**src/cmac_pkg.sv**
```systemverilog
// cmac shared definitions
// sizes, descriptor fields, element types and control states
`default_nettype none

package cmac_pkg;

  // ==================================================
  // array geometry
  // ==================================================
  // channels per beat
  parameter int CMAC_ATOMC = 8;
  // bits per element
  parameter int CMAC_BPE = 8;
  // number of mac cells
  parameter int CMAC_ATOMK = 4;
  // 16-bit products plus 3 bits of growth for 8 terms
  parameter int CMAC_RESULT_WIDTH = 2 * CMAC_BPE + 3;

  // ==================================================
  // descriptor
  // ==================================================
  parameter int CMAC_PD_WIDTH = 9;
  // marker bits, the rest is opaque
  parameter int PD_STRIPE_ST = 5;
  parameter int PD_STRIPE_END = 6;
  parameter int PD_LAYER_END = 8;

  // ==================================================
  // element types
  // ==================================================
  // one signed int8 element
  typedef logic signed [CMAC_BPE-1:0] elem_t;
  // one beat, channel 0 in the low byte
  typedef elem_t [CMAC_ATOMC-1:0] beat_t;
  // signed dot product
  typedef logic signed [CMAC_RESULT_WIDTH-1:0] result_t;

  // op_en/done sequencing
  typedef enum logic [1:0] {
    CFG_IDLE = 2'd0,
    CFG_RUN  = 2'd1,
    CFG_DONE = 2'd2
  } cfg_state_e;

endpackage

`default_nettype wire

```
**src/cmac_if.sv**
```systemverilog
// cmac internal stream bundles
// retimed data and weight beats, per-cell operand feed
`timescale 1ns/1ps
`default_nettype none


// operands for one mac cell
interface cmac_op_if;
  logic                                 pvld;
  cmac_pkg::beat_t                      dat;
  logic [cmac_pkg::CMAC_ATOMC-1:0]      dat_nz;
  cmac_pkg::beat_t                      wt;
  logic [cmac_pkg::CMAC_ATOMC-1:0]      wt_nz;

  modport src (output pvld, dat, dat_nz, wt, wt_nz);
  modport dst (input pvld, dat, dat_nz, wt, wt_nz);
endinterface

`default_nettype wire

```
**src/cmac_mac_cell.sv**
```systemverilog
// cmac mac cell
// two stage masked int8 dot product, products then adder tree
`timescale 1ns/1ps
`default_nettype none

module cmac_mac_cell (
  input  logic              nvdla_core_clk,
  input  logic              rst_n,
  cmac_op_if.dst            op,
  output cmac_pkg::result_t mac_out_data,
  output logic              mac_out_pvld
);

  localparam int C = cmac_pkg::CMAC_ATOMC;
  localparam int W = 2 * cmac_pkg::CMAC_BPE;

  logic signed [W-1:0]   prod [C];
  logic                  prod_pvld;
  logic signed [W:0]     sum_l1 [C/2];
  logic signed [W+1:0]   sum_l2 [C/4];
  cmac_pkg::result_t     sum_l3;

  // ==================================================
  // stage one, products
  // ==================================================
  always_ff @(posedge nvdla_core_clk) begin
    if (!rst_n) begin
      prod_pvld <= 1'b0;
    end else begin
      prod_pvld <= op.pvld;
    end
  end

  always_ff @(posedge nvdla_core_clk) begin
    if (op.pvld) begin
      for (int c = 0; c < C; c++) begin
        // skipped channel adds nothing
        if (op.dat_nz[c] && op.wt_nz[c]) begin
          prod[c] <= $signed(op.dat[c]) * $signed(op.wt[c]);
        end else begin
          prod[c] <= '0;
        end
      end
    end
  end

  // ==================================================
  // stage two, adder tree
  // ==================================================
  always_comb begin
    // one bit growth per level
    for (int i = 0; i < C/2; i++) begin
      sum_l1[i] = prod[2*i] + prod[2*i+1];
    end
    for (int i = 0; i < C/4; i++) begin
      sum_l2[i] = sum_l1[2*i] + sum_l1[2*i+1];
    end
    sum_l3 = sum_l2[0] + sum_l2[1];
  end

  always_ff @(posedge nvdla_core_clk) begin
    if (!rst_n) begin
      mac_out_pvld <= 1'b0;
    end else begin
      mac_out_pvld <= prod_pvld;
    end
  end

  always_ff @(posedge nvdla_core_clk) begin
    if (prod_pvld) begin
      mac_out_data <= sum_l3;
    end
  end

endmodule

`default_nettype wire

```
**src/flat_wrapper.sv**
```systemverilog
// flat-port wrapper written by rule: the top's interface ports become plain ports
module cmac_mac_cell_flat 
  (nvdla_core_clk, rst_n, mac_out_data, mac_out_pvld, op_pvld, op_dat, op_dat_nz, op_wt, op_wt_nz);
  cmac_op_if op_i ();
  input  logic nvdla_core_clk;
  input  logic rst_n;
  output cmac_pkg::result_t mac_out_data;
  output logic mac_out_pvld;
  input wire logic [$bits(op_i.pvld)-1:0] op_pvld;
  input wire logic [$bits(op_i.dat)-1:0] op_dat;
  input wire logic [$bits(op_i.dat_nz)-1:0] op_dat_nz;
  input wire logic [$bits(op_i.wt)-1:0] op_wt;
  input wire logic [$bits(op_i.wt_nz)-1:0] op_wt_nz;
  assign op_i.pvld = op_pvld;
  assign op_i.dat = op_dat;
  assign op_i.dat_nz = op_dat_nz;
  assign op_i.wt = op_wt;
  assign op_i.wt_nz = op_wt_nz;
  cmac_mac_cell u_core (.nvdla_core_clk(nvdla_core_clk), .rst_n(rst_n), .op(op_i), .mac_out_data(mac_out_data), .mac_out_pvld(mac_out_pvld));
endmodule
```
**config.mk**
```make
export PLATFORM = sky130hd
export DESIGN_NAME = cmac_mac_cell_flat
export DESIGN_NICKNAME = d
export VERILOG_FILES = /design/src/cmac_pkg.sv /design/src/cmac_if.sv /design/src/cmac_mac_cell.sv /design/src/flat_wrapper.sv
export SDC_FILE = /design/constraint.sdc
export NUM_CORES = 2
export LEC_CHECK = 0
export ABC_CLOCK_PERIOD_IN_PS = 11200
export BUFFER_PORTS_ARGS = -buffer_cell sky130_fd_sc_hd__buf_2
export CORE_MARGIN = 2
export CORE_UTILIZATION = 45
export DETAILED_ROUTE_END_ITERATION = 12
export HOLD_SLACK_MARGIN = 0.08
export SYNTH_ARGS = -nofsm -noshare
export SYNTH_HDL_FRONTEND = slang
export SYNTH_SLANG_ARGS = --single-unit
```
**constraint.sdc**
```tcl
create_clock -name nvdla_core_clk -period 11.2 [get_ports nvdla_core_clk]
set_clock_uncertainty 0.1 [all_clocks]
set_input_delay 1.12 -clock nvdla_core_clk [delete_from_list [all_inputs] [get_ports nvdla_core_clk]]
set_output_delay 1.12 -clock nvdla_core_clk [all_outputs]
set_load 0.02 [all_outputs]
```
==> flow_summary_export.csv <==
group,metric,value,unit
status,status,"finished clean",
global_route,grt_pass1_wl,103000,um
finish,final_nets,4046,
finish,antenna_cells,0,
finish,stdcell_count,3968,
clock_network,cts_tree,"built",
place,portBuffers,166,
yosys,yosysTopAreaCellShare,0.380,
floorplan,fp.dieW,255,um
finish,drive_gt1_frac,0.0708,
floorplan,die_h,255,um
place,dp_hpwl,53000,um
setup_path,max_stage_delay,0.54,ns
timing,period_share,0.458,
drt,via_count,19026,
drt,via_per_inst,4.79,
clock_network,cts.hold.buffers_added,0,
drt,drc_errors,0,
floorplan,row_count,92,
global_route,overflow,0,
place,dp.cells,3936,
min_path,hold_start,"u_core.prod[1][14]",
min_path,hold_path.class,"reg -> reg",
clock_network,cts_buffers,17,
drt,first_iter_violations,841,
setup_path,crit_path_cell_trace,"buf_2 > and2_1 > fa_1 > inv_1 > fa_1 > inv_1 > fa_1 > inv_1 > fa_1 > inv_1 > ha_1 > o21a_1 > a2111oi_2 > o31ai_1 > o31a_1 > xnor2_1 > nor2_1",
drt,ant_nets,0,
finish,fill_cells,5927,
clock_network,htree_levels,4,
drt,routed_wirelength,59800,um
clock_network,cts-root-buf,"clkbuf_16",
min_path,min_to,"u_core.prod[1][14]",
yosys,yosysUniqueCellTypes,56,
clock_network,postCtsSetupBuffers,0,
yosys,netlist_instances,2935,
timing,report.final.slew_viol_count,0,
timing,slew-limit-headroom,0.267,
setup_path,regToRegEndpoint,"u_core.mac_out_data[16]",
setup_path,path_max_fanout,8,
floorplan,core_area,62700,um^2
floorplan,die_area,65100,um^2
yosys,seq_area_frac_synth,0.151,
setup_path,crit_required,11.28,ns
min_path,hold_depth,1,
global_route,gr-usage-all-layers,0.198,
yosys,synth_seq_cells,149,
global_route,grt_pass1_vias,20615,
timing,worstMarginPinSlew,1.10,ns
timing,fin_tns_setup,0,ns
drt,post_drt_wl_per_cell,15.1,um
setup_path,slowest_stage,"fa_1",
yosys,synth_area_leader_cell,"fa_1",
place,gp_congestion,0.862,
timing,fmax,195,MHz
timing,setup_viol,0,
setup_path,reg2regPathDepth,14,
yosys,synth-edff-count,131,
clock_network,cts_resized,0,
yosys,yosys_warnings,0,
yosys,synth.area.top_cells,"fa_1 (38%), edfxtp_1 (14%), ha_1 (11%)",
finish,syn_to_final_growth,8.62,%
setup_path,cp.arrival,5.22,ns
setup_path,reg2reg_slack,6.14,ns
yosys,async_reset_ff_frac,0,
timing,hold_viol_final,0,
yosys,synth-main-ff-cell,"edfxtp_1",
global_route,grt_max_degree,76,
finish,final_util,0.491,
yosys,syn-cell-area,28400,um^2
global_route,antenna_found_initial,1,
timing,fin_ws,6.07,ns
setup_path,critical_path_class,"in -> reg",
floorplan,initial_core_util,0.452,
clock_network,ctsLongestPathBuffers,2,
job,maxCapViolCount,0,
clock_network,clock-sinks,149,
clock_network,path_clk_slew,0.06,ns
setup_path,setup.worst_path.end_class,"flop",
timing,min_period,5.13,ns
floorplan,io_pins,167,
setup_path,r2r_start,"u_core.prod[1][50]",
setup_path,worstSetupStartpointType,"primary input",
timing,rsz0062_at_grt,"false",
place,place_ws,5.62,ns
yosys,syn_nets,3872,
yosys,syn_area_per_cell,9.67,um^2
clock_network,clk_latency,0.43,ns
drt,first_pass_iters,5,
per-layer routing:
metal  wire length, um  track usage
met1             27100        0.272
met2             29400        0.337
met3              1790       0.0188
met4              1470       0.0525
met5                12            0
through the flow:
stage	instance area, um^2	hold slack [ns]
2_1_floorplan	28400	0.342
3_3_place_gp	30200	0.387
3_5_place_dp	30200	0.373
4_1_cts	30800	0.389
5_1_grt	30800	0.427
6_report	30800	0.381
worst max path at each step:
stage                     startpoint                 end  cells past startpoint
final                      op_wt[18]  u_core.prod[0][47]                     17
after global routing       op_wt[18]  u_core.prod[0][47]                     17
after CTS                  op_wt[18]  u_core.prod[0][47]                     17
after detailed placement   op_wt[18]  u_core.prod[0][47]                     17
after global placement     op_wt[18]  u_core.prod[0][47]                     17
after floorplan            op_wt[18]  u_core.prod[0][47]                     16
cells in the final DEF, fill, tap and decap left out, types with 3 or more instances in the layout:
cell / count
fa_1: 539
o21ai_0: 62
buf_4: 8
mux2_2: 8
a21oi_1: 30
ha_1: 251
xor2_1: 47
edfxtp_1: 131
nand2b_1: 30
o31ai_2: 3
clkbuf_16: 17
nor3_1: 30
a211oi_1: 21
a21o_1: 27
nand3_1: 12
xnor2_1: 83
a211o_1: 4
nor2_1: 111
o22ai_1: 6
and3_1: 8
o21a_1: 23
o31ai_1: 7
a221oi_1: 7
and2_1: 329
clkinv_2: 3
clkinv_4: 5
o2111ai_1: 9
inv_1: 827
nand2_1: 167
buf_2: 165
dfxtp_1: 18
nor2b_1: 88
cells in the mapped netlist, types with 4 or more instances:
master / number
o22ai_1: 6
nand2b_1: 30
nand3_1: 12
nor2b_1: 88
and2_1: 329
a211oi_1: 21
xor2_1: 47
edfxtp_1: 131
o2111ai_1: 9
fa_1: 539
nor3_1: 30
a211o_1: 4
nor2_1: 111
a21o_1: 27
and3_1: 8
clkbuf_1: 18
mux2_2: 8
a221oi_1: 7
a21oi_1: 30
xnor2_1: 83
inv_1: 827
o21ai_0: 62
o21a_1: 23
ha_1: 251
nand2_1: 167
o31ai_1: 7
dfxtp_1: 18
registers in the layout, summed over array words and instances, names as in the netlist:
name / flops
u_core.prod: 128
u_core.mac_out_data: 19
u_core.mac_out_pvld: 1
u_core.prod_pvld: 1
critical path: cells and delay by family:
family                   cells  cell delay [ns]
adder cells (fa/ha/maj)      5             2.32
buffers and inverters        5             0.35
AO/OA/AOI/OAI                4             1.03
XOR/XNOR                     1             0.16
AND/OR/NAND/NOR              2             0.23
cell families after synthesis:
| family | synth area share |
|---|---|
| flops | 0.151 |
| simple gates | 0.147 |
| compound gates | 0.0547 |
| buf+inv | 0.112 |
| mux | 0.00353 |
| fa+ha+maj | 0.491 |
| xor+xnor | 0.0401 |
layout make-up:
cell class	instances	area (um^2)	area share
Sequential cell	149	4290	0.139
Tap cell	846	1060	0.0343
Inverter	827	3100	0.101
Timing Repair Buffer	173	886	0.0287
Clock buffer	19	433	0.0140
Clock inverter	13	135	0.00439
Multi-Input combinational cell	1941	20900	0.678
Power is left out: the tool's default activity adds up to more than one toggle a clock period on the data nets, which glitch-free logic cannot reach.
