`src/cmac_pkg.sv`:
```
// cmac shared definitions
// sizes, descriptor fields, element types and control states
`default_nettype none

package cmac_pkg;

  // ==================================================
  // array geometry
  // ==================================================
  // channels per beat
  parameter int CMAC_ATOMC = 8;
  // bits per element
  parameter int CMAC_BPE = 8;
  // number of mac cells
  parameter int CMAC_ATOMK = 4;
  // 16-bit products plus 3 bits of growth for 8 terms
  parameter int CMAC_RESULT_WIDTH = 2 * CMAC_BPE + 3;

  // ==================================================
  // descriptor
  // ==================================================
  parameter int CMAC_PD_WIDTH = 9;
  // marker bits, the rest is opaque
  parameter int PD_STRIPE_ST = 5;
  parameter int PD_STRIPE_END = 6;
  parameter int PD_LAYER_END = 8;

  // ==================================================
  // element types
  // ==================================================
  // one signed int8 element
  typedef logic signed [CMAC_BPE-1:0] elem_t;
  // one beat, channel 0 in the low byte
  typedef elem_t [CMAC_ATOMC-1:0] beat_t;
  // signed dot product
  typedef logic signed [CMAC_RESULT_WIDTH-1:0] result_t;

  // op_en/done sequencing
  typedef enum logic [1:0] {
    CFG_IDLE = 2'd0,
    CFG_RUN  = 2'd1,
    CFG_DONE = 2'd2
  } cfg_state_e;

endpackage

`default_nettype wire

```
`src/cmac_cfg.sv`:
```
// cmac operation control
// four-phase op_en/done handshake, op start pulse and running level
`timescale 1ns/1ps
`default_nettype none

module cmac_cfg (
  input  logic nvdla_core_clk,
  input  logic rst_n,
  input  logic reg2dp_op_en,
  input  logic out_layer_end,
  output logic dp2reg_done,
  output logic op_start,
  output logic op_running
);

  cmac_pkg::cfg_state_e state;
  cmac_pkg::cfg_state_e state_nxt;
  logic                 op_en_q;

  // previous op_en for edge detect
  always_ff @(posedge nvdla_core_clk) begin
    if (!rst_n) begin
      op_en_q <= 1'b0;
    end else begin
      op_en_q <= reg2dp_op_en;
    end
  end

  // request rising while idle
  assign op_start = (state == cmac_pkg::CFG_IDLE) && reg2dp_op_en && !op_en_q;

  always_comb begin
    state_nxt = state;
    case (state)
      cmac_pkg::CFG_IDLE: if (op_start) state_nxt = cmac_pkg::CFG_RUN;
      // layer end beat has left the core
      cmac_pkg::CFG_RUN:  if (out_layer_end) state_nxt = cmac_pkg::CFG_DONE;
      // hold ack until the request drops
      cmac_pkg::CFG_DONE: if (!reg2dp_op_en) state_nxt = cmac_pkg::CFG_IDLE;
      default:            state_nxt = cmac_pkg::CFG_IDLE;
    endcase
  end

  always_ff @(posedge nvdla_core_clk) begin
    if (!rst_n) begin
      state <= cmac_pkg::CFG_IDLE;
    end else begin
      state <= state_nxt;
    end
  end

  assign op_running  = (state == cmac_pkg::CFG_RUN);
  assign dp2reg_done = (state == cmac_pkg::CFG_DONE);

endmodule

`default_nettype wire

```
`config.mk`:
```
export PLATFORM = sky130hd
export DESIGN_NAME = cmac_cfg
export DESIGN_NICKNAME = d
export VERILOG_FILES = /design/src/cmac_pkg.sv /design/src/cmac_cfg.sv
export SDC_FILE = /design/constraint.sdc
export NUM_CORES = 1
export LEC_CHECK = 0
export ABC_AREA = 1
export BUFFER_PORTS_ARGS = -buffer_cell sky130_fd_sc_hd__buf_2
export CAP_MARGIN = 0
export CORE_AREA = 4 4 41 43
export DETAILED_ROUTE_END_ITERATION = 7
export DIE_AREA = 0 0 45 47
export SLEW_MARGIN = 20
export SYNTH_ARGS = -nofsm -noshare
export SYNTH_HDL_FRONTEND = slang
export SYNTH_SLANG_ARGS = --single-unit
export TNS_END_PERCENT = 1
```
`constraint.sdc`:
```
create_clock -name nvdla_core_clk -period 0.9 [get_ports nvdla_core_clk]
set_clock_uncertainty 0.05 [all_clocks]
set_input_delay 0.09 -clock nvdla_core_clk [delete_from_list [all_inputs] [get_ports nvdla_core_clk]]
set_output_delay 0.09 -clock nvdla_core_clk [all_outputs]
set_load 0.05 [all_outputs]
```
==> out/metrics.yaml, run 1 <==
hold_violations: 0
cp_top_family: "flip-flops"
diodes: 0
worst-path-stages: 4
drcViolationCount: 0
finalWorstSetupSlack_ps: -178
total_power_mw: 0.504
r2r_cells: 4
drv_slew: 0
synth-simple-area-share_pct: 27.9
area_delta_synth_final_pct: 109
irDropWorstVdd_v: 0.000609
fill_cells: 157
synth_fa_ha_area_share_pct: 0
fin_crit_sh_pct: 120
placed_cell_area_um2: 203
avgSynthCellArea_um2: 6.61
grt_usage_pct: 4.89
routed_wl_um: 356
fp.dieArea_mm2: 0.00212
r2r-start: "state[0]"
clock-root-buffer: "clkbuf_4"
hpwl_um: 262
synth-seq-area-share_pct: 43.2
hold_path_class: "input pin to register"
required_ps: 760
num_io_pins: 7
synthMuxAreaShare_pct: 0
worst_slew_pin_slew_ps: 128
path_class: "register to output pin"
rsz0062_at_grt: "yes"
critPathCapture: "op_start"
ys_types: 9
min_from: "reg2dp_op_en"
max_slew_margin_pct: 91.4
reg2reg_slack_ps: 40
path_max_fanout: 4
drive_above_1_share_pct: 61.8
start_util_pct: 10.7
tns_ps: -462
grt_pass1_vias: 149
fin_nets: 39
ys_ff_latch: 3
fmax_mhz: 927
syn-cell-area_um2: 139
critPathArrivalTime_ps: 940
cts_tree: "yes"
cp-start-kind: "register"
syn_inst: 21
cts_buffer_depth: 2
status: "finished with violations"
p_leak_nw: 0.141
grt_overflow: 0
violations: "setup timing"
maxCapViolCount: 0
p_per_area_mw_per_mm2: 1740
vias: 160
path_buf_inv: 2
clock-sinks: 3
grt_pass1_wl_um: 607
fin_area_um2: 290
h-tree-depth: 1
rows: 13
drt_iter0_markers: 0
clock_latency_ps: 230
die_x_um: 45
place_congestion: 0.649
setup_viol: 3
grt_antenna_before_repair: 0
wl_per_cell_um: 7.27
syn_nets: 25
port_buffers: 6
rr_endpoint: "state[0]"
min_period_ps: 1080
coreArea_mm2: 0.00130
synth-xor-area-share_pct: 0
grt_max_degree: 5
synth-warning-count: 0
crit_start: "state[0]"
cts_made_buffers: 3
synth_compound_area_share_pct: 9.91
cp_slowest_cell: "dfxtp_4"
cpPeakStageDelay_ps: 360
synth_top_family_by_area: "simple AND/OR/NAND/NOR gates"
avgViaCountPerCell: 3.27
die_y_um: 47
postRouteAntennaNets: 0
firstDrtPassIters: 1
clkTransAtPathRegs_ps: 40
worstPathCellList: "nor2_4 > nand2_2 > inv_2 > buf_8"
end_kind: "output pin"
cell families (layout without fill, tap and decap cells):
family	after synthesis	in the layout
AOI/OAI and AO/OA	2	2
and+or+nand+nor	9	9
buffers and inverters	7	20
DFF	3	3
worst min path at each step:
| stage | depth (start not counted) | slack (ps) | end |
|---|---|---|---|
| 2_1_floorplan | 2 | 130 | op_en_q |
| 3_3_place_gp | 3 | 240 | op_en_q |
| 3_5_place_dp | 3 | 250 | op_en_q |
| 4_1_cts | 3 | 1 | op_en_q |
| 5_1_grt | 3 | 10 | op_en_q |
| 6_report | 3 | 20 | op_en_q |
placed cells by master, fill, tap and decap left out:
master         count
buf_8              1
buf_6              2
dfxtp_1            1
a21oi_2            2
nand3_1            2
dlygate4sd3_1      1
nor2_2             1
nor2_1             1
dfxtp_4            2
inv_2              2
nor2_4             2
nand2_2            1
buf_4              2
buf_2              3
nand2_1            2
inv_1              5
clkbuf_1           1
clkbuf_4           3
metrics by stage:
step	util, %	setup WS (ps)	hold WS, ps	instances
after CTS	19.8	-212	1.31	48
final	22.3	-178	19.3	49
after global placement	15.6	-59.6	239	43
after global routing	22.3	-254	14.7	49
after detailed placement	15.6	-72.7	249	43
after floorplan	-	-125	133	21
layout make-up:
class	count	area, µm²	area share [%]
Timing Repair Buffer	9	77.6	26.7
Multi-Input combinational cell	11	73.8	25.4
Sequential cell	3	67.6	23.3
Clock buffer	4	26.3	9.05
Inverter	7	26.3	9.05
Tap cell	15	18.8	6.47
state kept, by name, summed over array words and instances, names as in the netlist:
name	count
state	2
op_en_q	1
worst reg2reg max path, cell delays in order (launching register included):
cell and delay, ps:
dfxtp_4 360, nor2_4 100, nand2_2 60, buf_4 130, a21oi_2 100
metal layers:
metal | track usage [%] | share of wire (%)
met1 | 4.07 | 39
met2 | 5.65 | 47
met3 | 6.90 | 14
met4 | 3.51 | 0
met5 | 0 | 0
report_power, final:
part | switching (mW) | internal (mW)
Sequential | 0.0100 | 0.139
Clock | 0.0707 | 0.166
Combinational | 0.0651 | 0.0522
what timing repair did:
item,in CTS,in global routing
hold buffers,0,1
resized for setup,8,8
pin swaps,1,2
endpoints found under the setup margin,3,4
buffers inserted,1,0
cloned,0,0
hold endpoints to repair,0,1
cells in the mapped netlist (all sizes together):
cell type / instances / area share (%)
nand3: 2 / 7.2
inv: 7 / 19
dfxtp: 3 / 43
nor2: 4 / 13
a21oi: 2 / 9.9
nand2: 3 / 8.1
No activity file was read; power rests on OpenSTA's default activity.
==> run 2: changes to the inputs <==
- ABC_AREA: 1 -> 0
- PLACE_DENSITY: not set -> 0.3
==> out/metrics.yaml, run 2 <==
violations: "setup timing"  # unchanged
path_max_fanout: 5  # was 4
firstDrtPassIters: 2  # was 1
vias: 140  # was 160
synth-seq-area-share_pct: 43.2  # unchanged
yosys.area.top_type_share_pct: 43.2  # unchanged
synth_edf_count: 0  # unchanged
max_slew_margin_pct: 86.2  # was 91.4%
globalRoute.busiestLayer: "met4"  # was met3
clkTransAtPathRegs_ps: 40  # about the same
clock_latency_ps: 230  # about the same
setup_viol: 4  # was 3
rows: 13  # unchanged
worstPathCellList: "nor4b_4 > buf_6"  # was nor2_4 > nand2_2 > inv_2 > buf_8
num_io_pins: 7  # unchanged
status: "finished with violations"  # unchanged
use_met3_pct: 1.53  # was 6.90%
path_buf_inv: 1  # was 2
hold_ws_ps: 50.1  # was 19.3 ps
post-cts-setup-buffers: 0  # was 1
clock-root-buffer: "clkbuf_4"  # unchanged
p_leak_nw: 0.119  # was 0.141 nW
grt_overflow: 0  # unchanged
die_x_um: 45  # unchanged
cts_buffer_depth: 2  # unchanged
grt.met2_usage_pct: 5.08  # was 5.65%
drt_iter0_markers: 1  # was 0
required_ps: 760  # about the same
ys_ff_latch: 3  # unchanged
avgViaCountPerCell: 3.41  # was 3.27
worst_slew_pin_slew_ps: 206  # was 128 ps
fp.dieArea_mm2: 0.00212  # unchanged
hpwl_um: 268  # was 262 µm
h-tree-depth: 1  # unchanged
ys_types: 11  # was 9
postRouteAntennaNets: 0  # unchanged
hold_path_class: "input pin to register"  # unchanged
critPathArrivalTime_ps: 1030  # was 940 ps
cp_top_family: "flip-flops"  # unchanged
irDropWorstVdd_v: 0.000587  # was 0.000609 V
final_cell_count_no_fill: 41  # was 49
fmax_mhz: 855  # was 927 MHz
finalWorstSetupSlack_ps: -270  # was -178 ps
drv_slew: 0  # unchanged
avgSynthCellArea_um2: 9.92  # was 6.61 µm²
yosysMostFrequentCell: "dfxtp_1"  # was inv_1
synth-warning-count: 0  # unchanged
syn-cell-area_um2: 139  # unchanged
largest_reg_flops: 2  # unchanged
end_kind: "output pin"  # unchanged
cp_slowest_cell: "dfxtp_2"  # was dfxtp_4
pre_cts_ws_ps: -115  # was -72.7 ps
largest-register: "state"  # unchanged
yosysTopAreaCell: "dfxtp_1"  # unchanged
p_per_area_mw_per_mm2: 1780  # was 1740 mW/mm²
drcViolationCount: 0  # unchanged
cts_tree: "yes"  # unchanged
syn_inst: 14  # was 21
die_y_um: 47  # unchanged
diodes: 0  # unchanged
clock-sinks: 3  # unchanged
fin_area_um2: 272  # was 290 µm²
grt_pass1_vias: 143  # was 149
grt_antenna_before_repair: 0  # unchanged
tns_ps: -757  # was -462 ps
min_period_ps: 1170  # was 1080 ps
globalRouteMet1Util_pct: 3.40  # was 4.07%
ys.flop_type: "dfxtp_1"  # unchanged
top_regs: "state: 2 flops, op_en_q: 1 flops"  # unchanged
placed_cell_area_um2: 221  # was 203 µm²
coreArea_mm2: 0.00130  # unchanged
synth.area.top_cells: "dfxtp_1, nand3b_1, nor4b_1, or3b_1, a21boi_0"  # was dfxtp_1, inv_1, nand2_1, nor2_1, nand3_1
wl_per_cell_um: 8.71  # was 7.27 µm
maxCapViolCount: 0  # unchanged
routed_wl_um: 357  # was 356 µm
post-place-cells: 37  # was 43
final_cell_mix: "clkbuf_4, buf_2, buf_6"  # was inv_1, clkbuf_4, buf_2
grt_pass1_wl_um: 496  # was 607 µm
syn_nets: 18  # was 25
start_util_pct: 10.7  # unchanged
fin_crit_sh_pct: 130  # was 120%
path_class: "register to output pin"  # unchanged
drive_above_1_share_pct: 61.5  # was 61.8%
cpPeakStageDelay_ps: 340  # was 360 ps
place_congestion: 0.734  # was 0.649
cts_made_buffers: 3  # unchanged
cp-start-kind: "register"  # unchanged
area_delta_synth_final_pct: 95.5  # was 109%
grt_usage_pct: 3.63  # was 4.89%
rsz0062_at_grt: "yes"  # unchanged
grt_max_degree: 8  # was 5
ys_async_sr_fraction_pct: 0  # unchanged
fin_nets: 31  # was 39
port_buffers: 6  # unchanged
hold_violations: 0  # unchanged
synthTopCellsByCount: "dfxtp_1, nand3b_1"  # was inv_1, dfxtp_1, nand2_1, nor2_1, nand3_1
-- run 2: cell types whose count changed in the layout (fill, tap and decap cells not counted), moves of 2 or more --
cell      change
inv_1         -5
a21oi_2       -2
dfxtp_2       +2
inv_2         -2
nand2_1       -2
nand3_1       -2
nand3b_1      +2
nor2_4        -2
-- run 2: kinds of logic after synthesis --
family,Yosys count,share of synthesized area [%]
flops,3,43.2
simple gates,9,47.8
compound gates,2,9.01
-- run 2: layout make-up --
cell class | instances | area [µm²]
Sequential cell | 3 | 66.3
Tap cell | 15 | 18.8
Timing Repair Buffer | 8 | 63.8
Fill cell | 153 | 1030
Clock buffer | 4 | 26.3
Multi-Input combinational cell | 11 | 96.3
-- run 2: metal layers --
layer	vias to the layer above	share of wire, %
li1	72	-
met1	64	49
met2	4	43
met3	0	7.6
met4	0	0
met5	-	0
-- run 2: worst paths after layout --
path	startpoint	slack, ps	cells after the start	endpoint
min reg2reg	state[1]	490	2	state[1]
max	state[1]	-270	2	op_start
max reg2reg	state[0]	-80	2	state[0]
min	rst_n	50	2	op_en_q
-- run 2: where the power goes --
part	switching (mW)	internal [mW]	total [mW]
Sequential	0.0121	0.142	0.154
Combinational	0.0497	0.0465	0.0962
Clock	0.0666	0.166	0.233
Total	0.128	0.355	0.483
-- run 2: stage by stage --
stage / power, mW / utilization, %
2_1_floorplan: 0.213 / -
3_3_place_gp: 0.240 / 17.0
3_5_place_dp: 0.240 / 17.0
4_1_cts: 0.499 / 20.9
5_1_grt: 0.513 / 20.9
6_report: 0.483 / 20.9
-- run 2: repair_timing --
| item | in CTS | in global routing |
|---|---|---|
| endpoints found under the setup margin | 5 | 5 |
| pin swaps | 1 | 0 |
| hold buffers | 0 | 0 |
| resized for setup | 10 | 0 |
==> run 3: changes to the inputs <==
- CELL_PAD_IN_SITES_DETAIL_PLACEMENT: not set -> 1
- CELL_PAD_IN_SITES_GLOBAL_PLACEMENT: not set -> 2
- PLACE_DENSITY: 0.3 -> 0.4
==> out/metrics.yaml, run 3 (synthesis results as in run 2) <==
critPathArrivalTime_ps: 1020  # was 1030 ps
final_cell_count_no_fill: 41  # unchanged
tns_ps: -713  # was -757 ps
drive_above_1_share_pct: 65.4  # was 61.5%
routed_wl_um: 408  # was 357 µm
grt_pass1_wl_um: 710  # was 496 µm
num_io_pins: 7  # unchanged
drv_slew: 0  # unchanged
fill_cells: 164  # was 153
cp-start-kind: "register"  # unchanged
hpwl_um: 334  # was 268 µm
largest_reg_flops: 2  # unchanged
final_cell_mix: "clkbuf_4, buf_2, buf_6"  # unchanged
p_per_area_mw_per_mm2: 1780  # about the same
finalWorstSetupSlack_ps: -261  # was -270 ps
cts_buffer_depth: 2  # unchanged
wl_met2_um: 215  # was 155 µm
rsz0062_at_grt: "yes"  # unchanged
status: "finished with violations"  # unchanged
p_leak_nw: 0.119  # about the same
cts_tree: "yes"  # unchanged
path_max_fanout: 4  # was 5
wl_per_cell_um: 9.95  # was 8.71 µm
clkTransAtPathRegs_ps: 40  # about the same
post-route-util_pct: 21.2  # was 20.9%
clock-root-buffer: "clkbuf_4"  # unchanged
total_power_mw: 0.489  # was 0.483 mW
postRouteAntennaNets: 0  # unchanged
coreArea_mm2: 0.00130  # unchanged
die_x_um: 45  # unchanged
h-tree-depth: 1  # unchanged
diodes: 0  # unchanged
dr_wl_met3_um: 19  # was 27 µm
fp.dieArea_mm2: 0.00212  # unchanged
area_delta_synth_final_pct: 98.2  # was 95.5%
fin_nets: 31  # unchanged
max_slew_margin_pct: 86.6  # was 86.2%
irDropWorstVdd_v: 0.000444  # was 0.000587 V
start_util_pct: 10.7  # unchanged
violations: "setup timing"  # unchanged
hold_violations: 0  # unchanged
worst_slew_pin_slew_ps: 200  # was 206 ps
min_period_ps: 1160  # was 1170 ps
die_y_um: 47  # unchanged
drt_iter0_markers: 1  # unchanged
grt_pass1_vias: 194  # was 143
end_kind: "output pin"  # unchanged
place_congestion: 0.630  # was 0.734
top_regs: "state: 2 flops, op_en_q: 1 flops"  # unchanged
drcViolationCount: 0  # unchanged
grt_overflow: 0  # unchanged
fmax_mhz: 861  # was 855 MHz
required_ps: 760  # about the same
clock_latency_ps: 230  # about the same
hold_path_class: "input pin to register"  # unchanged
cts_made_buffers: 3  # unchanged
rows: 13  # unchanged
avgViaCountPerCell: 3.66  # was 3.41
wl_met1_um: 172  # was 175 µm
placed_cell_area_um2: 221  # unchanged
vias: 150  # was 140
port_buffers: 6  # unchanged
grt_usage_pct: 5.21  # was 3.63%
top_layer: "met3"  # unchanged
grt_max_degree: 8  # unchanged
grt_antenna_before_repair: 0  # unchanged
path_class: "register to output pin"  # unchanged
fin_area_um2: 275  # was 272 µm²
firstDrtPassIters: 2  # unchanged
maxCapViolCount: 0  # unchanged
setup_viol: 4  # unchanged
clock-sinks: 3  # unchanged
post-place-cells: 37  # unchanged
fin_crit_sh_pct: 129  # was 130%
largest-register: "state"  # unchanged
==> run 3: cell counts in the layout (fill, tap and decap cells not counted) <==
No cell type changed its count.
==> run 3: what timing repair did <==
action,CTS,global route
setup buffers,0,0
hold buffers,0,0
setup endpoints to repair,5,5
gates resized for setup,10,1
pin swaps,3,0
==> run 3: layer usage <==
metal | vias to the layer above | track usage [%]
li1 | 73 | -
met1 | 72 | 4.31
met2 | 5 | 9.04
met3 | 0 | 2.30
met4 | 0 | 5.26
met5 | - | 0
==> run 3: area by class of cell <==
cell class              instances  area (µm²)  share of cell area [%]
repair buffers                  8        63.8                    23.2
multi-input cells              11         100                    36.4
flip-flops and latches          3        66.3                    24.1
well taps                      15        18.8                    6.82
clock buffers                   4        26.3                    9.55
==> run 3: stage by stage <==
step / hold slack [ps] / worst slack, ps
final: 55.0 / -261
after global routing: 74.9 / -310
after CTS: 53.8 / -282
after detailed placement: 297 / -119
after global placement: 299 / -112
after floorplan: 162 / -224
==> run 3: final timing paths <==
check	from	endpoint	slack, ps	cells past startpoint
worst max-delay path	state[1]	op_start	-260	2
worst min-delay path	rst_n	op_en_q	60	2
worst max register to register	state[0]	state[0]	-50	2
worst min register to register	op_en_q	state[0]	480	2
==> run 3: power by group <==
part | total, mW | switching [mW] | internal [mW]
registers | 0.153 | 0.0113 | 0.142
logic | 0.0982 | 0.0510 | 0.0472
clock network | 0.237 | 0.0712 | 0.166
total | 0.489 | 0.133 | 0.355
==> run 3: critical path: stages (launching register included) <==
cell     delay, ps
dfxtp_2        340
nor4b_4        260
buf_6          190
