[src/cmac_pkg.sv]
// cmac shared definitions
// sizes, descriptor fields, element types and control states
`default_nettype none

package cmac_pkg;

  // ==================================================
  // array geometry
  // ==================================================
  // channels per beat
  parameter int CMAC_ATOMC = 8;
  // bits per element
  parameter int CMAC_BPE = 8;
  // number of mac cells
  parameter int CMAC_ATOMK = 4;
  // 16-bit products plus 3 bits of growth for 8 terms
  parameter int CMAC_RESULT_WIDTH = 2 * CMAC_BPE + 3;

  // ==================================================
  // descriptor
  // ==================================================
  parameter int CMAC_PD_WIDTH = 9;
  // marker bits, the rest is opaque
  parameter int PD_STRIPE_ST = 5;
  parameter int PD_STRIPE_END = 6;
  parameter int PD_LAYER_END = 8;

  // ==================================================
  // element types
  // ==================================================
  // one signed int8 element
  typedef logic signed [CMAC_BPE-1:0] elem_t;
  // one beat, channel 0 in the low byte
  typedef elem_t [CMAC_ATOMC-1:0] beat_t;
  // signed dot product
  typedef logic signed [CMAC_RESULT_WIDTH-1:0] result_t;

  // op_en/done sequencing
  typedef enum logic [1:0] {
    CFG_IDLE = 2'd0,
    CFG_RUN  = 2'd1,
    CFG_DONE = 2'd2
  } cfg_state_e;

endpackage

`default_nettype wire

[src/cmac_rt_out.sv]
// cmac output retiming
// per-cell result mask, descriptor alignment and layer end detect
`timescale 1ns/1ps
`default_nettype none

module cmac_rt_out #(
  parameter int RT_OUT_STAGES = 1
) (
  input  logic                                          nvdla_core_clk,
  input  logic                                          rst_n,
  input  cmac_pkg::result_t [cmac_pkg::CMAC_ATOMK-1:0]  out_data,
  input  logic [cmac_pkg::CMAC_ATOMK-1:0]               out_cell_pvld,
  input  logic [cmac_pkg::CMAC_ATOMK-1:0]               cell_loaded,
  input  logic [cmac_pkg::CMAC_PD_WIDTH-1:0]            out_pd,
  input  logic                                          out_pvld,
  output cmac_pkg::result_t [cmac_pkg::CMAC_ATOMK-1:0]  mac2accu_data,
  output logic [cmac_pkg::CMAC_ATOMK-1:0]               mac2accu_mask,
  output logic [cmac_pkg::CMAC_PD_WIDTH-1:0]            mac2accu_pd,
  output logic                                          mac2accu_pvld,
  output logic                                          out_layer_end
);

  localparam int S = RT_OUT_STAGES;
  localparam int K = cmac_pkg::CMAC_ATOMK;

  logic [K-1:0]                         mask_in;
  cmac_pkg::result_t [K-1:0]            data_in;
  logic [S-1:0]                         vld_q;
  logic [K-1:0]                         mask_q [S];
  cmac_pkg::result_t [K-1:0]            data_q [S];
  logic [cmac_pkg::CMAC_PD_WIDTH-1:0]   pd_q [S];

  // unloaded cells report zero
  always_comb begin
    for (int k = 0; k < K; k++) begin
      mask_in[k] = out_cell_pvld[k] & cell_loaded[k];
      if (mask_in[k]) begin
        data_in[k] = out_data[k];
      end else begin
        data_in[k] = '0;
      end
    end
  end

  // ==================================================
  // retiming stages
  // ==================================================
  always_ff @(posedge nvdla_core_clk) begin
    if (!rst_n) begin
      vld_q <= '0;
      for (int s = 0; s < S; s++) begin
        mask_q[s] <= '0;
      end
    end else begin
      vld_q[0] <= out_pvld;
      if (out_pvld) begin
        mask_q[0] <= mask_in;
      end
      for (int s = 1; s < S; s++) begin
        vld_q[s] <= vld_q[s-1];
        if (vld_q[s-1]) begin
          mask_q[s] <= mask_q[s-1];
        end
      end
    end
  end

  always_ff @(posedge nvdla_core_clk) begin
    if (out_pvld) begin
      data_q[0] <= data_in;
      pd_q[0]   <= out_pd;
    end
    for (int s = 1; s < S; s++) begin
      if (vld_q[s-1]) begin
        data_q[s] <= data_q[s-1];
        pd_q[s]   <= pd_q[s-1];
      end
    end
  end

  assign mac2accu_pvld = vld_q[S-1];
  assign mac2accu_mask = mask_q[S-1];
  assign mac2accu_data = data_q[S-1];
  assign mac2accu_pd   = pd_q[S-1];

  // last beat of the layer on the output
  assign out_layer_end = mac2accu_pvld & mac2accu_pd[cmac_pkg::PD_LAYER_END];

endmodule

`default_nettype wire

[config.mk]
export PLATFORM = sky130hd
export DESIGN_NAME = cmac_rt_out
export DESIGN_NICKNAME = d
export VERILOG_FILES = /design/src/cmac_pkg.sv /design/src/cmac_rt_out.sv
export SDC_FILE = /design/constraint.sdc
export NUM_CORES = 1
export LEC_CHECK = 0
export ABC_AREA = 0
export BUFFER_PORTS_ARGS = -buffer_cell sky130_fd_sc_hd__buf_2
export CAP_MARGIN = 25
export CORE_MARGIN = 2
export CORE_UTILIZATION = 40
export DETAILED_ROUTE_END_ITERATION = 12
export MAX_ROUTING_LAYER = met4
export PLACE_DENSITY = 0.78
export SLEW_MARGIN = 20
export SYNTH_ARGS = -nofsm -noshare
export SYNTH_HDL_FRONTEND = slang
export SYNTH_SLANG_ARGS = --single-unit
[constraint.sdc]
create_clock -name nvdla_core_clk -period 0.8 [get_ports nvdla_core_clk]
set_input_delay 0.12 -clock nvdla_core_clk [delete_from_list [all_inputs] [get_ports nvdla_core_clk]]
set_output_delay 0.12 -clock nvdla_core_clk [all_outputs]
set_load 0.02 [all_outputs]
==> results of run 1 <==
==> metrics by stage <==
step	hold WS, ns	power, uW	area (sq um)	util	std cells
after floorplan	0.219	6380	3300	-	189
after global placement	0.298	7040	4370	0.540	471
after detailed placement	0.299	7070	4370	0.540	471
after CTS	0.0599	10200	4790	0.592	496
after global routing	0.0635	10800	5090	0.629	496
final	0.0784	10400	5090	0.629	496
==> registers in the layout (all words and copies together), names as in the netlist <==
signal and flops:
mask_q 4, pd_q 9, mac2accu_pvld 1, data_q 76
==> final cells by class <==
class                           count  area [sq um]
Clock buffer                        9           124
Clock inverter                      6          66.3
Fill cell                         627          3000
Multi-Input combinational cell     83           532
Sequential cell                    90          2690
Tap cell                          105           131
Timing Repair Buffer              203          1550
==> kinds of logic (layout without fill, tap and decap cells) <==
logic type | Yosys count | after routing
DFF | 90 | 90
and+or+nand+nor | 83 | 83
buffers and inverters | 16 | 218
==> power breakdown <==
part           switching, uW  internal (uW)  total (uW)  leakage, uW
combinational            841            818        1660      0.00141
sequential               145           5550        5690     0.000867
clock                   1600           1440        3040    0.0000898
total                   2580           7810       10400      0.00237
==> critical path, cell delays in order (launching register included) <==
cell and delay, ns:
edfxtp_1 0.39, and2_4 0.15, buf_6 0.12
==> timing repair <==
action                                 4_1_cts  5_1_grt
endpoints found under the hold margin        9        0
resized for setup                           45       97
buffers inserted                             1        0
setup endpoints to repair                   91       91
hold buffers                                 9        0
==> Yosys cell counts <==
master / count / share of area
clkbuf_2: 2 / 0.0030
and2_1: 2 / 0.0038
nand2b_1: 1 / 0.0019
and4_1: 4 / 0.011
dfxtp_1: 1 / 0.0061
buf_2: 14 / 0.021
and3_1: 76 / 0.14
edfxtp_1: 89 / 0.81
==> worst max path at each step <==
| stage | cells past startpoint | slack [ns] | start | to |
|---|---|---|---|---|
| 2_1_floorplan | 1 | 0.008 | pd_q[0][8] | out_layer_end |
| 3_3_place_gp | 2 | -0.06 | out_pvld | data_q[0][8] |
| 3_5_place_dp | 2 | -0.06 | out_pvld | mask_q[0][2] |
| 4_1_cts | 2 | -0.34 | pd_q[0][8] | out_layer_end |
| 5_1_grt | 2 | -0.36 | pd_q[0][8] | out_layer_end |
| 6_report | 2 | -0.33 | pd_q[0][8] | out_layer_end |
==> layer usage <==
layer | share of wire | up-vias
met3 | 0.073 | 19
met4 | 0.026 | 0
met2 | 0.51 | 129
met1 | 0.39 | 1139
met5 | 0 | -
li1 | - | 1126
==> cells in the final DEF (no fill, tap or decap) <==
master / n
and2_1: 1
and2_4: 1
and3_1: 76
and4_1: 4
buf_12: 2
buf_2: 115
buf_4: 7
buf_6: 70
bufinv_16: 1
clkbuf_8: 9
clkinv_1: 1
clkinvlp_4: 2
dfxtp_2: 1
dlygate4sd3_1: 9
edfxtp_1: 89
inv_6: 2
nand2b_1: 1
==> impl_results.html, run 1 <==
<table>
<tr><th>Metric</th><th>Value</th></tr>
<tr><th colspan="2">Global routing</th></tr>
<tr><td>Initial antenna violation count</td><td>0</td></tr>
<tr><td>Total global-route track usage</td><td>0.169</td></tr>
<tr><td>Number of global-route vias before repair</td><td>~2300</td></tr>
<tr><td>Routing usage on met1</td><td>0.198</td></tr>
<tr><td>Total grt overflow</td><td>0</td></tr>
<tr><td>Largest net degree at the start of global routing</td><td>34</td></tr>
<tr><td>First-pass GRT wire length</td><td>approximately 11000 um</td></tr>
<tr><td>GR met2 Demand/Resource</td><td>0.278</td></tr>
<tr><td>Met3 Use GR</td><td>0.0351</td></tr>
<tr><td>Global routing's busiest layer</td><td>met2</td></tr>
<tr><th colspan="2">Routing</th></tr>
<tr><td>First-pass detailed-route iteration total</td><td>4</td></tr>
<tr><td>ANT nets after route</td><td>0</td></tr>
<tr><td>Wire length after detailed routing</td><td>~8000 um</td></tr>
<tr><td>1st-iter DRT viols</td><td>94</td></tr>
<tr><td>Per-cell routed wire length</td><td>approximately 16 um</td></tr>
<tr><td>Detailed-route DRC error count</td><td>0</td></tr>
<tr><td>Ratio of routed vias to standard cells</td><td>about 4.9</td></tr>
<tr><td>Total via count in the routed design</td><td>roughly 2400</td></tr>
<tr><th colspan="2">Outcome</th></tr>
<tr><td>Violated checks</td><td>setup timing</td></tr>
<tr><td>Run status</td><td>finished with violations</td></tr>
<tr><th colspan="2">Synth</th></tr>
<tr><td>Per-instance average area after synthesis</td><td>around 17 sq um</td></tr>
<tr><td>Number of different library cells in the post-synthesis netlist</td><td>8</td></tr>
<tr><td>Post-Synth Simple-Gate Area</td><td>0.160</td></tr>
<tr><td>Dominant combinational cell family by area after synthesis</td><td>simple AND/OR/NAND/NOR gates</td></tr>
<tr><td>Count of yosys warnings during synthesis</td><td>0</td></tr>
<tr><td>Post-synthesis xor/xnor area fraction</td><td>0</td></tr>
<tr><td>Synthesized instance count</td><td>about 190</td></tr>
<tr><td>Synthesized Nets</td><td>285</td></tr>
<tr><td>Number of synthesized register bits</td><td>90</td></tr>
<tr><td>Fraction of synthesized area in multiplexers</td><td>0</td></tr>
<tr><td>Synthesized-area fraction occupied by ao, oa, aoi and oai cells</td><td>0</td></tr>
<tr><td>Adder-cell share of the synthesized area</td><td>0</td></tr>
<tr><td>Sequential-to-total area share from yosys stat</td><td>0.815</td></tr>
<tr><td>Cell Area, Synth</td><td>about 0.0033 sq mm</td></tr>
<tr><th colspan="2">CTS</th></tr>
<tr><td>Clock slew at reported path FFs</td><td>0.10 ns</td></tr>
<tr><td>Clock tree from TritonCTS</td><td>built</td></tr>
<tr><td>CTS Sinks</td><td>90</td></tr>
<tr><td>Number of H-tree levels</td><td>3</td></tr>
<tr><td>Num CTS Buffers</td><td>9</td></tr>
<tr><td>Maximum buffer depth of the clock tree</td><td>2</td></tr>
<tr><td>Clock tree root buffer cell</td><td>clkbuf_8</td></tr>
<tr><th colspan="2">Timing</th></tr>
<tr><td>Crit path time final</td><td>1.13 ns</td></tr>
<tr><td>Relative slew margins</td><td>0.811</td></tr>
<tr><td>Hold Violations, Final</td><td>0</td></tr>
<tr><td>Fin crit share</td><td>1.41</td></tr>
<tr><td>Setup repair after global routing missed its margin</td><td>yes</td></tr>
<tr><td>Final sum of negative setup slack</td><td>-18.41 ns</td></tr>
<tr><td>Worst slew pin tran</td><td>0.284 ns</td></tr>
<tr><td>Worst setup slack after layout</td><td>-0.326 ns</td></tr>
<tr><td>Maximum frequency from static timing analysis</td><td>slightly below 900 MHz</td></tr>
<tr><td>Pins Over Slew Limit</td><td>0</td></tr>
<tr><td>Setup violators final</td><td>a little over 90</td></tr>
<tr><th colspan="2">Placement</th></tr>
<tr><td>Final estimated routing congestion in global placement</td><td>~0.65</td></tr>
<tr><td>DP Wirelength</td><td>approximately 5300 um</td></tr>
<tr><td>Count of buffers from port buffering</td><td>between 150 and 200</td></tr>
<tr><td>DP Worst Slack</td><td>-0.0575 ns</td></tr>
<tr><th colspan="2">Critical path</th></tr>
<tr><td>Arrival @ worst endpoint</td><td>between 1 and 1.5 ns</td></tr>
<tr><td>Worst EP required</td><td>between 0.6 and 0.7 ns</td></tr>
<tr><td>Category of the worst setup path capture point</td><td>output port</td></tr>
<tr><td>Path type of the worst setup path</td><td>reg -&gt; out</td></tr>
<tr><td>Critical path startpoint category</td><td>flop</td></tr>
<tr><td>Highest fanout seen on the critical path</td><td>2</td></tr>
<tr><th colspan="2">Hold path</th></tr>
<tr><td>Worst Hold Path EP</td><td>data_q[0][7]</td></tr>
<tr><td>Worst hold path class</td><td>in -&gt; reg</td></tr>
<tr><td>Worst hold path depth</td><td>2</td></tr>
<tr><td>Start point of the worst hold path</td><td>out_data[7]</td></tr>
<tr><th colspan="2">Power</th></tr>
<tr><td>Max IR drop VDD</td><td>around 1.3 mV</td></tr>
<tr><td>Power density over the cells</td><td>2040 mW/mm^2</td></tr>
<tr><td>Leakage component of the power</td><td>between 0.002 and 0.0025 uW</td></tr>
<tr><th colspan="2">Job</th></tr>
<tr><td>Maximum Capacitance Violations</td><td>0</td></tr>
<tr><th colspan="2">Cells and area</th></tr>
<tr><td>Area added between synthesis and finish</td><td>54.3%</td></tr>
<tr><td>Number of nets in the final layout</td><td>483</td></tr>
<tr><td>ANT cells</td><td>0</td></tr>
<tr><td>Share of cells above drive strength 1</td><td>0.537</td></tr>
<tr><th colspan="2">Floorplan</th></tr>
<tr><td>Io pins</td><td>roughly 190</td></tr>
<tr><td>Area enclosed by the die boundary</td><td>roughly 0.0090 sq mm</td></tr>
<tr><td>Initial Utilization</td><td>0.408</td></tr>
<tr><td>Die Span Y</td><td>94.9 um</td></tr>
<tr><td>Area inside the core boundary</td><td>around 0.0081 sq mm</td></tr>
<tr><td>Number of cell rows</td><td>33</td></tr>
<tr><td>Die X-Extent</td><td>94.9 um</td></tr>
</table>
(Power assumes the default switching activity.)
==> run 2, diff against run 1 <==
PLACE_DENSITY = default   (was 0.78)
PLACE_DENSITY_LB_ADDON = 0.12   (was default)
==> run 2 against run 1 <==
  * The flow still finishes with violations (setup timing)
  * Non-clock buffer count is 4 lower
  * Core utilization fell by 0.20 points
  * Total power increased by 1.1%
  * Routed wire length shrank 3.1%
  * Sequential cell count did not move
  * Cell area decreased by 0.32%
  * Clock-buffer cell count increased by 2
  * Critical path type unchanged
  * Critical endpoint unchanged
==> impl_results.html, run 2 (synthesis results as in run 1) <==
<table>
<tr><th>Metric</th><th>Value</th></tr>
<tr><th colspan="2">CTS</th></tr>
<tr><td>Number of H-tree levels</td><td>3 (unchanged)</td></tr>
<tr><td>Num CTS Buffers</td><td>9 (unchanged)</td></tr>
<tr><td>Clock tree root buffer cell</td><td>clkbuf_8</td></tr>
<tr><td>CTS Sinks</td><td>90 (unchanged)</td></tr>
<tr><td>Clock slew at reported path FFs</td><td>0.09 ns (about the same)</td></tr>
<tr><td>Maximum buffer depth of the clock tree</td><td>2 (unchanged)</td></tr>
<tr><td>Number of setup buffers added after CTS</td><td>0 (-1)</td></tr>
<tr><td>Clock tree from TritonCTS</td><td>built</td></tr>
<tr><th colspan="2">Global routing</th></tr>
<tr><td>Number of global-route vias before repair</td><td>2208 (-5.8%)</td></tr>
<tr><td>Total global-route track usage</td><td>0.166 (-0.00253)</td></tr>
<tr><td>Initial antenna violation count</td><td>0 (unchanged)</td></tr>
<tr><td>First-pass GRT wire length</td><td>10700 um (-3.7%)</td></tr>
<tr><td>Total grt overflow</td><td>0 (unchanged)</td></tr>
<tr><td>Largest net degree at the start of global routing</td><td>34 (unchanged)</td></tr>
<tr><th colspan="2">Job</th></tr>
<tr><td>Maximum Capacitance Violations</td><td>0 (unchanged)</td></tr>
<tr><th colspan="2">Critical path</th></tr>
<tr><td>Highest fanout seen on the critical path</td><td>2 (unchanged)</td></tr>
<tr><td>Path type of the worst setup path</td><td>reg -&gt; out</td></tr>
<tr><td>CP endpoint</td><td>out_layer_end</td></tr>
<tr><td>Critical path startpoint category</td><td>flop</td></tr>
<tr><td>Cells along the critical path</td><td>and2_4, buf_6</td></tr>
<tr><td>Worst EP required</td><td>0.68 ns (about the same)</td></tr>
<tr><td>CP max stage cell</td><td>edfxtp_1</td></tr>
<tr><td>Largest stage delay on the critical path</td><td>0.40 ns (about the same)</td></tr>
<tr><td>Category of the worst setup path capture point</td><td>output port</td></tr>
<tr><td>CP Launch Point</td><td>pd_q[0][8]</td></tr>
<tr><td>Arrival @ worst endpoint</td><td>1.01 ns (about the same)</td></tr>
<tr><th colspan="2">Power</th></tr>
<tr><td>Max IR drop VDD</td><td>1.07 mV (-19%)</td></tr>
<tr><td>Power density over the cells</td><td>2070 mW/mm^2 (+1.5%)</td></tr>
<tr><td>Leakage component of the power</td><td>0.00236 uW (-0.43%)</td></tr>
<tr><th colspan="2">Placement</th></tr>
<tr><td>Total placed cells including tap cells</td><td>468 (-0.64%)</td></tr>
<tr><td>Final estimated routing congestion in global placement</td><td>0.736 (+14%)</td></tr>
<tr><td>DP Worst Slack</td><td>-0.0733 ns (-0.0158 ns)</td></tr>
<tr><td>DP Wirelength</td><td>5210 um (-0.95%)</td></tr>
<tr><td>Count of buffers from port buffering</td><td>186 (unchanged)</td></tr>
<tr><th colspan="2">Routing</th></tr>
<tr><td>Detailed-route DRC error count</td><td>0 (unchanged)</td></tr>
<tr><td>Per-cell routed wire length</td><td>15.4 um (-2.5%)</td></tr>
<tr><td>ANT nets after route</td><td>0 (unchanged)</td></tr>
<tr><td>First-pass detailed-route iteration total</td><td>4 (unchanged)</td></tr>
<tr><td>1st-iter DRT viols</td><td>51 (-46%)</td></tr>
<tr><td>Ratio of routed vias to standard cells</td><td>4.78 (-1.6%)</td></tr>
<tr><td>Total via count in the routed design</td><td>2359 (-2.2%)</td></tr>
<tr><td>Wire length after detailed routing</td><td>7570 um (-3.1%)</td></tr>
<tr><th colspan="2">Cells and area</th></tr>
<tr><td>Share of cells above drive strength 1</td><td>0.536 (-0.00100)</td></tr>
<tr><td>Largest registers ranked by flip-flop count</td><td>data_q (76), pd_q (9), mask_q (4)</td></tr>
<tr><td>Area added between synthesis and finish</td><td>53.8%</td></tr>
<tr><td>Most used cells in the layout excluding fill and tap cells</td><td>118 x buf_2, 89 x edfxtp_1, 76 x and3_1, 66 x buf_6, 11 x clkbuf_8</td></tr>
<tr><td>Max reg flops</td><td>76 (unchanged)</td></tr>
<tr><td>ANT cells</td><td>0 (unchanged)</td></tr>
<tr><td>Number of nets in the final layout</td><td>479 (-0.83%)</td></tr>
<tr><td>Filler-free cell count of the finished design</td><td>493 (-0.60%)</td></tr>
<tr><td>Most common library cell in the layout ignoring fill and taps</td><td>buf_2</td></tr>
<tr><td>Register containing the most flip-flops in the final layout</td><td>data_q</td></tr>
<tr><th colspan="2">Floorplan</th></tr>
<tr><td>Area inside the core boundary</td><td>0.00809 sq mm (unchanged)</td></tr>
<tr><td>Area enclosed by the die boundary</td><td>0.00900 sq mm (unchanged)</td></tr>
<tr><td>Die Span Y</td><td>94.9 um (unchanged)</td></tr>
<tr><td>Die X-Extent</td><td>94.9 um (unchanged)</td></tr>
<tr><td>Initial Utilization</td><td>0.408 (unchanged)</td></tr>
<tr><td>Number of cell rows</td><td>33 (unchanged)</td></tr>
<tr><td>Io pins</td><td>187 (unchanged)</td></tr>
<tr><th colspan="2">Timing</th></tr>
<tr><td>Hold Violations, Final</td><td>0 (unchanged)</td></tr>
<tr><td>Worst setup slack after layout</td><td>-0.331 ns (-0.00477 ns)</td></tr>
<tr><td>Fin crit share</td><td>1.41 (+0.00596)</td></tr>
<tr><td>Relative slew margins</td><td>0.805 (-0.00548)</td></tr>
<tr><td>Crit path time final</td><td>1.13 ns (+0.00477 ns)</td></tr>
<tr><td>Setup repair after global routing missed its margin</td><td>yes</td></tr>
<tr><td>Setup violators final</td><td>91 (unchanged)</td></tr>
<tr><td>Worst slew pin tran</td><td>0.292 ns (+0.00822 ns)</td></tr>
<tr><td>Maximum frequency from static timing analysis</td><td>884 MHz (-0.42%)</td></tr>
<tr><td>Pins Over Slew Limit</td><td>0 (unchanged)</td></tr>
<tr><th colspan="2">Outcome</th></tr>
<tr><td>Run status</td><td>finished with violations</td></tr>
<tr><td>Violated checks</td><td>setup timing</td></tr>
<tr><th colspan="2">Hold path</th></tr>
<tr><td>Start point of the worst hold path</td><td>rst_n</td></tr>
<tr><td>Worst hold path class</td><td>in -&gt; reg</td></tr>
</table>
==> run 2: cell types whose count changed in the layout (fill, tap and decap cells not counted) <==
cell / delta
clkinv_1: -1
buf_6: -4
buf_2: +3
buf_12: +1
inv_6: -2
clkbuf_8: +2
buf_4: -4
clkinv_4: +2
==> run 2: what timing repair did <==
action	in CTS	in global routing
setup endpoints to repair	91	91
gates resized for setup	52	82
hold buffers	9	0
pin swaps	0	0
hold endpoints to repair	9	0
cloned	0	0
==> run 2: worst min-delay path by stage <==
stage,end,slack (ns),depth (start not counted)
after floorplan,pd_q[0][0],0.22,0
after global placement,pd_q[0][7],0.30,1
after detailed placement,pd_q[0][3],0.30,1
after CTS,mac2accu_pvld,0.04,2
after global routing,data_q[0][68],0.07,2
final,mac2accu_pvld,0.06,2
==> run 2: per-stage QoR <==
step | hold slack [ns] | cell area [sq um] | total power [uW] | util | setup TNS [ns]
after floorplan | 0.219 | 3300 | 6380 | - | 0
after global placement | 0.299 | 4360 | 7050 | 0.538 | -3.26
after detailed placement | 0.298 | 4360 | 7070 | 0.538 | -3.49
after CTS | 0.0403 | 4820 | 10400 | 0.596 | -19.37
after global routing | 0.0655 | 5080 | 10900 | 0.627 | -20.96
final | 0.0553 | 5080 | 10500 | 0.627 | -17.57
==> run 2: report_power, final <==
| group | internal, uW | total, uW | switching, uW |
|---|---|---|---|
| registers | 5550 | 5680 | 134 |
| logic | 799 | 1640 | 839 |
| clock network | 1630 | 3190 | 1560 |
==> run 2: cell type report <==
cell class,instances,area (sq um)
fillers,670,3020
clock inverters,5,62.6
flip-flops and latches,90,2690
repair buffers,199,1510
clock buffers,11,151
well taps,105,131
multi-input cells,83,532
==> run 2: metal layers <==
metal  routed length, um  up-vias  GRT usage
li1                    -     1118          -
met1                3060     1125      0.206
met2                3800      102      0.258
met3                 514       14     0.0359
met4                 187        0     0.0845
met5                   0        -          -
==> run 2: critical path, delay by kind of cell (launching register included) <==
family                 cells  cell delay, ns
and+or+nand+nor            1            0.15
buffers and inverters      1            0.12
DFF                        1            0.40
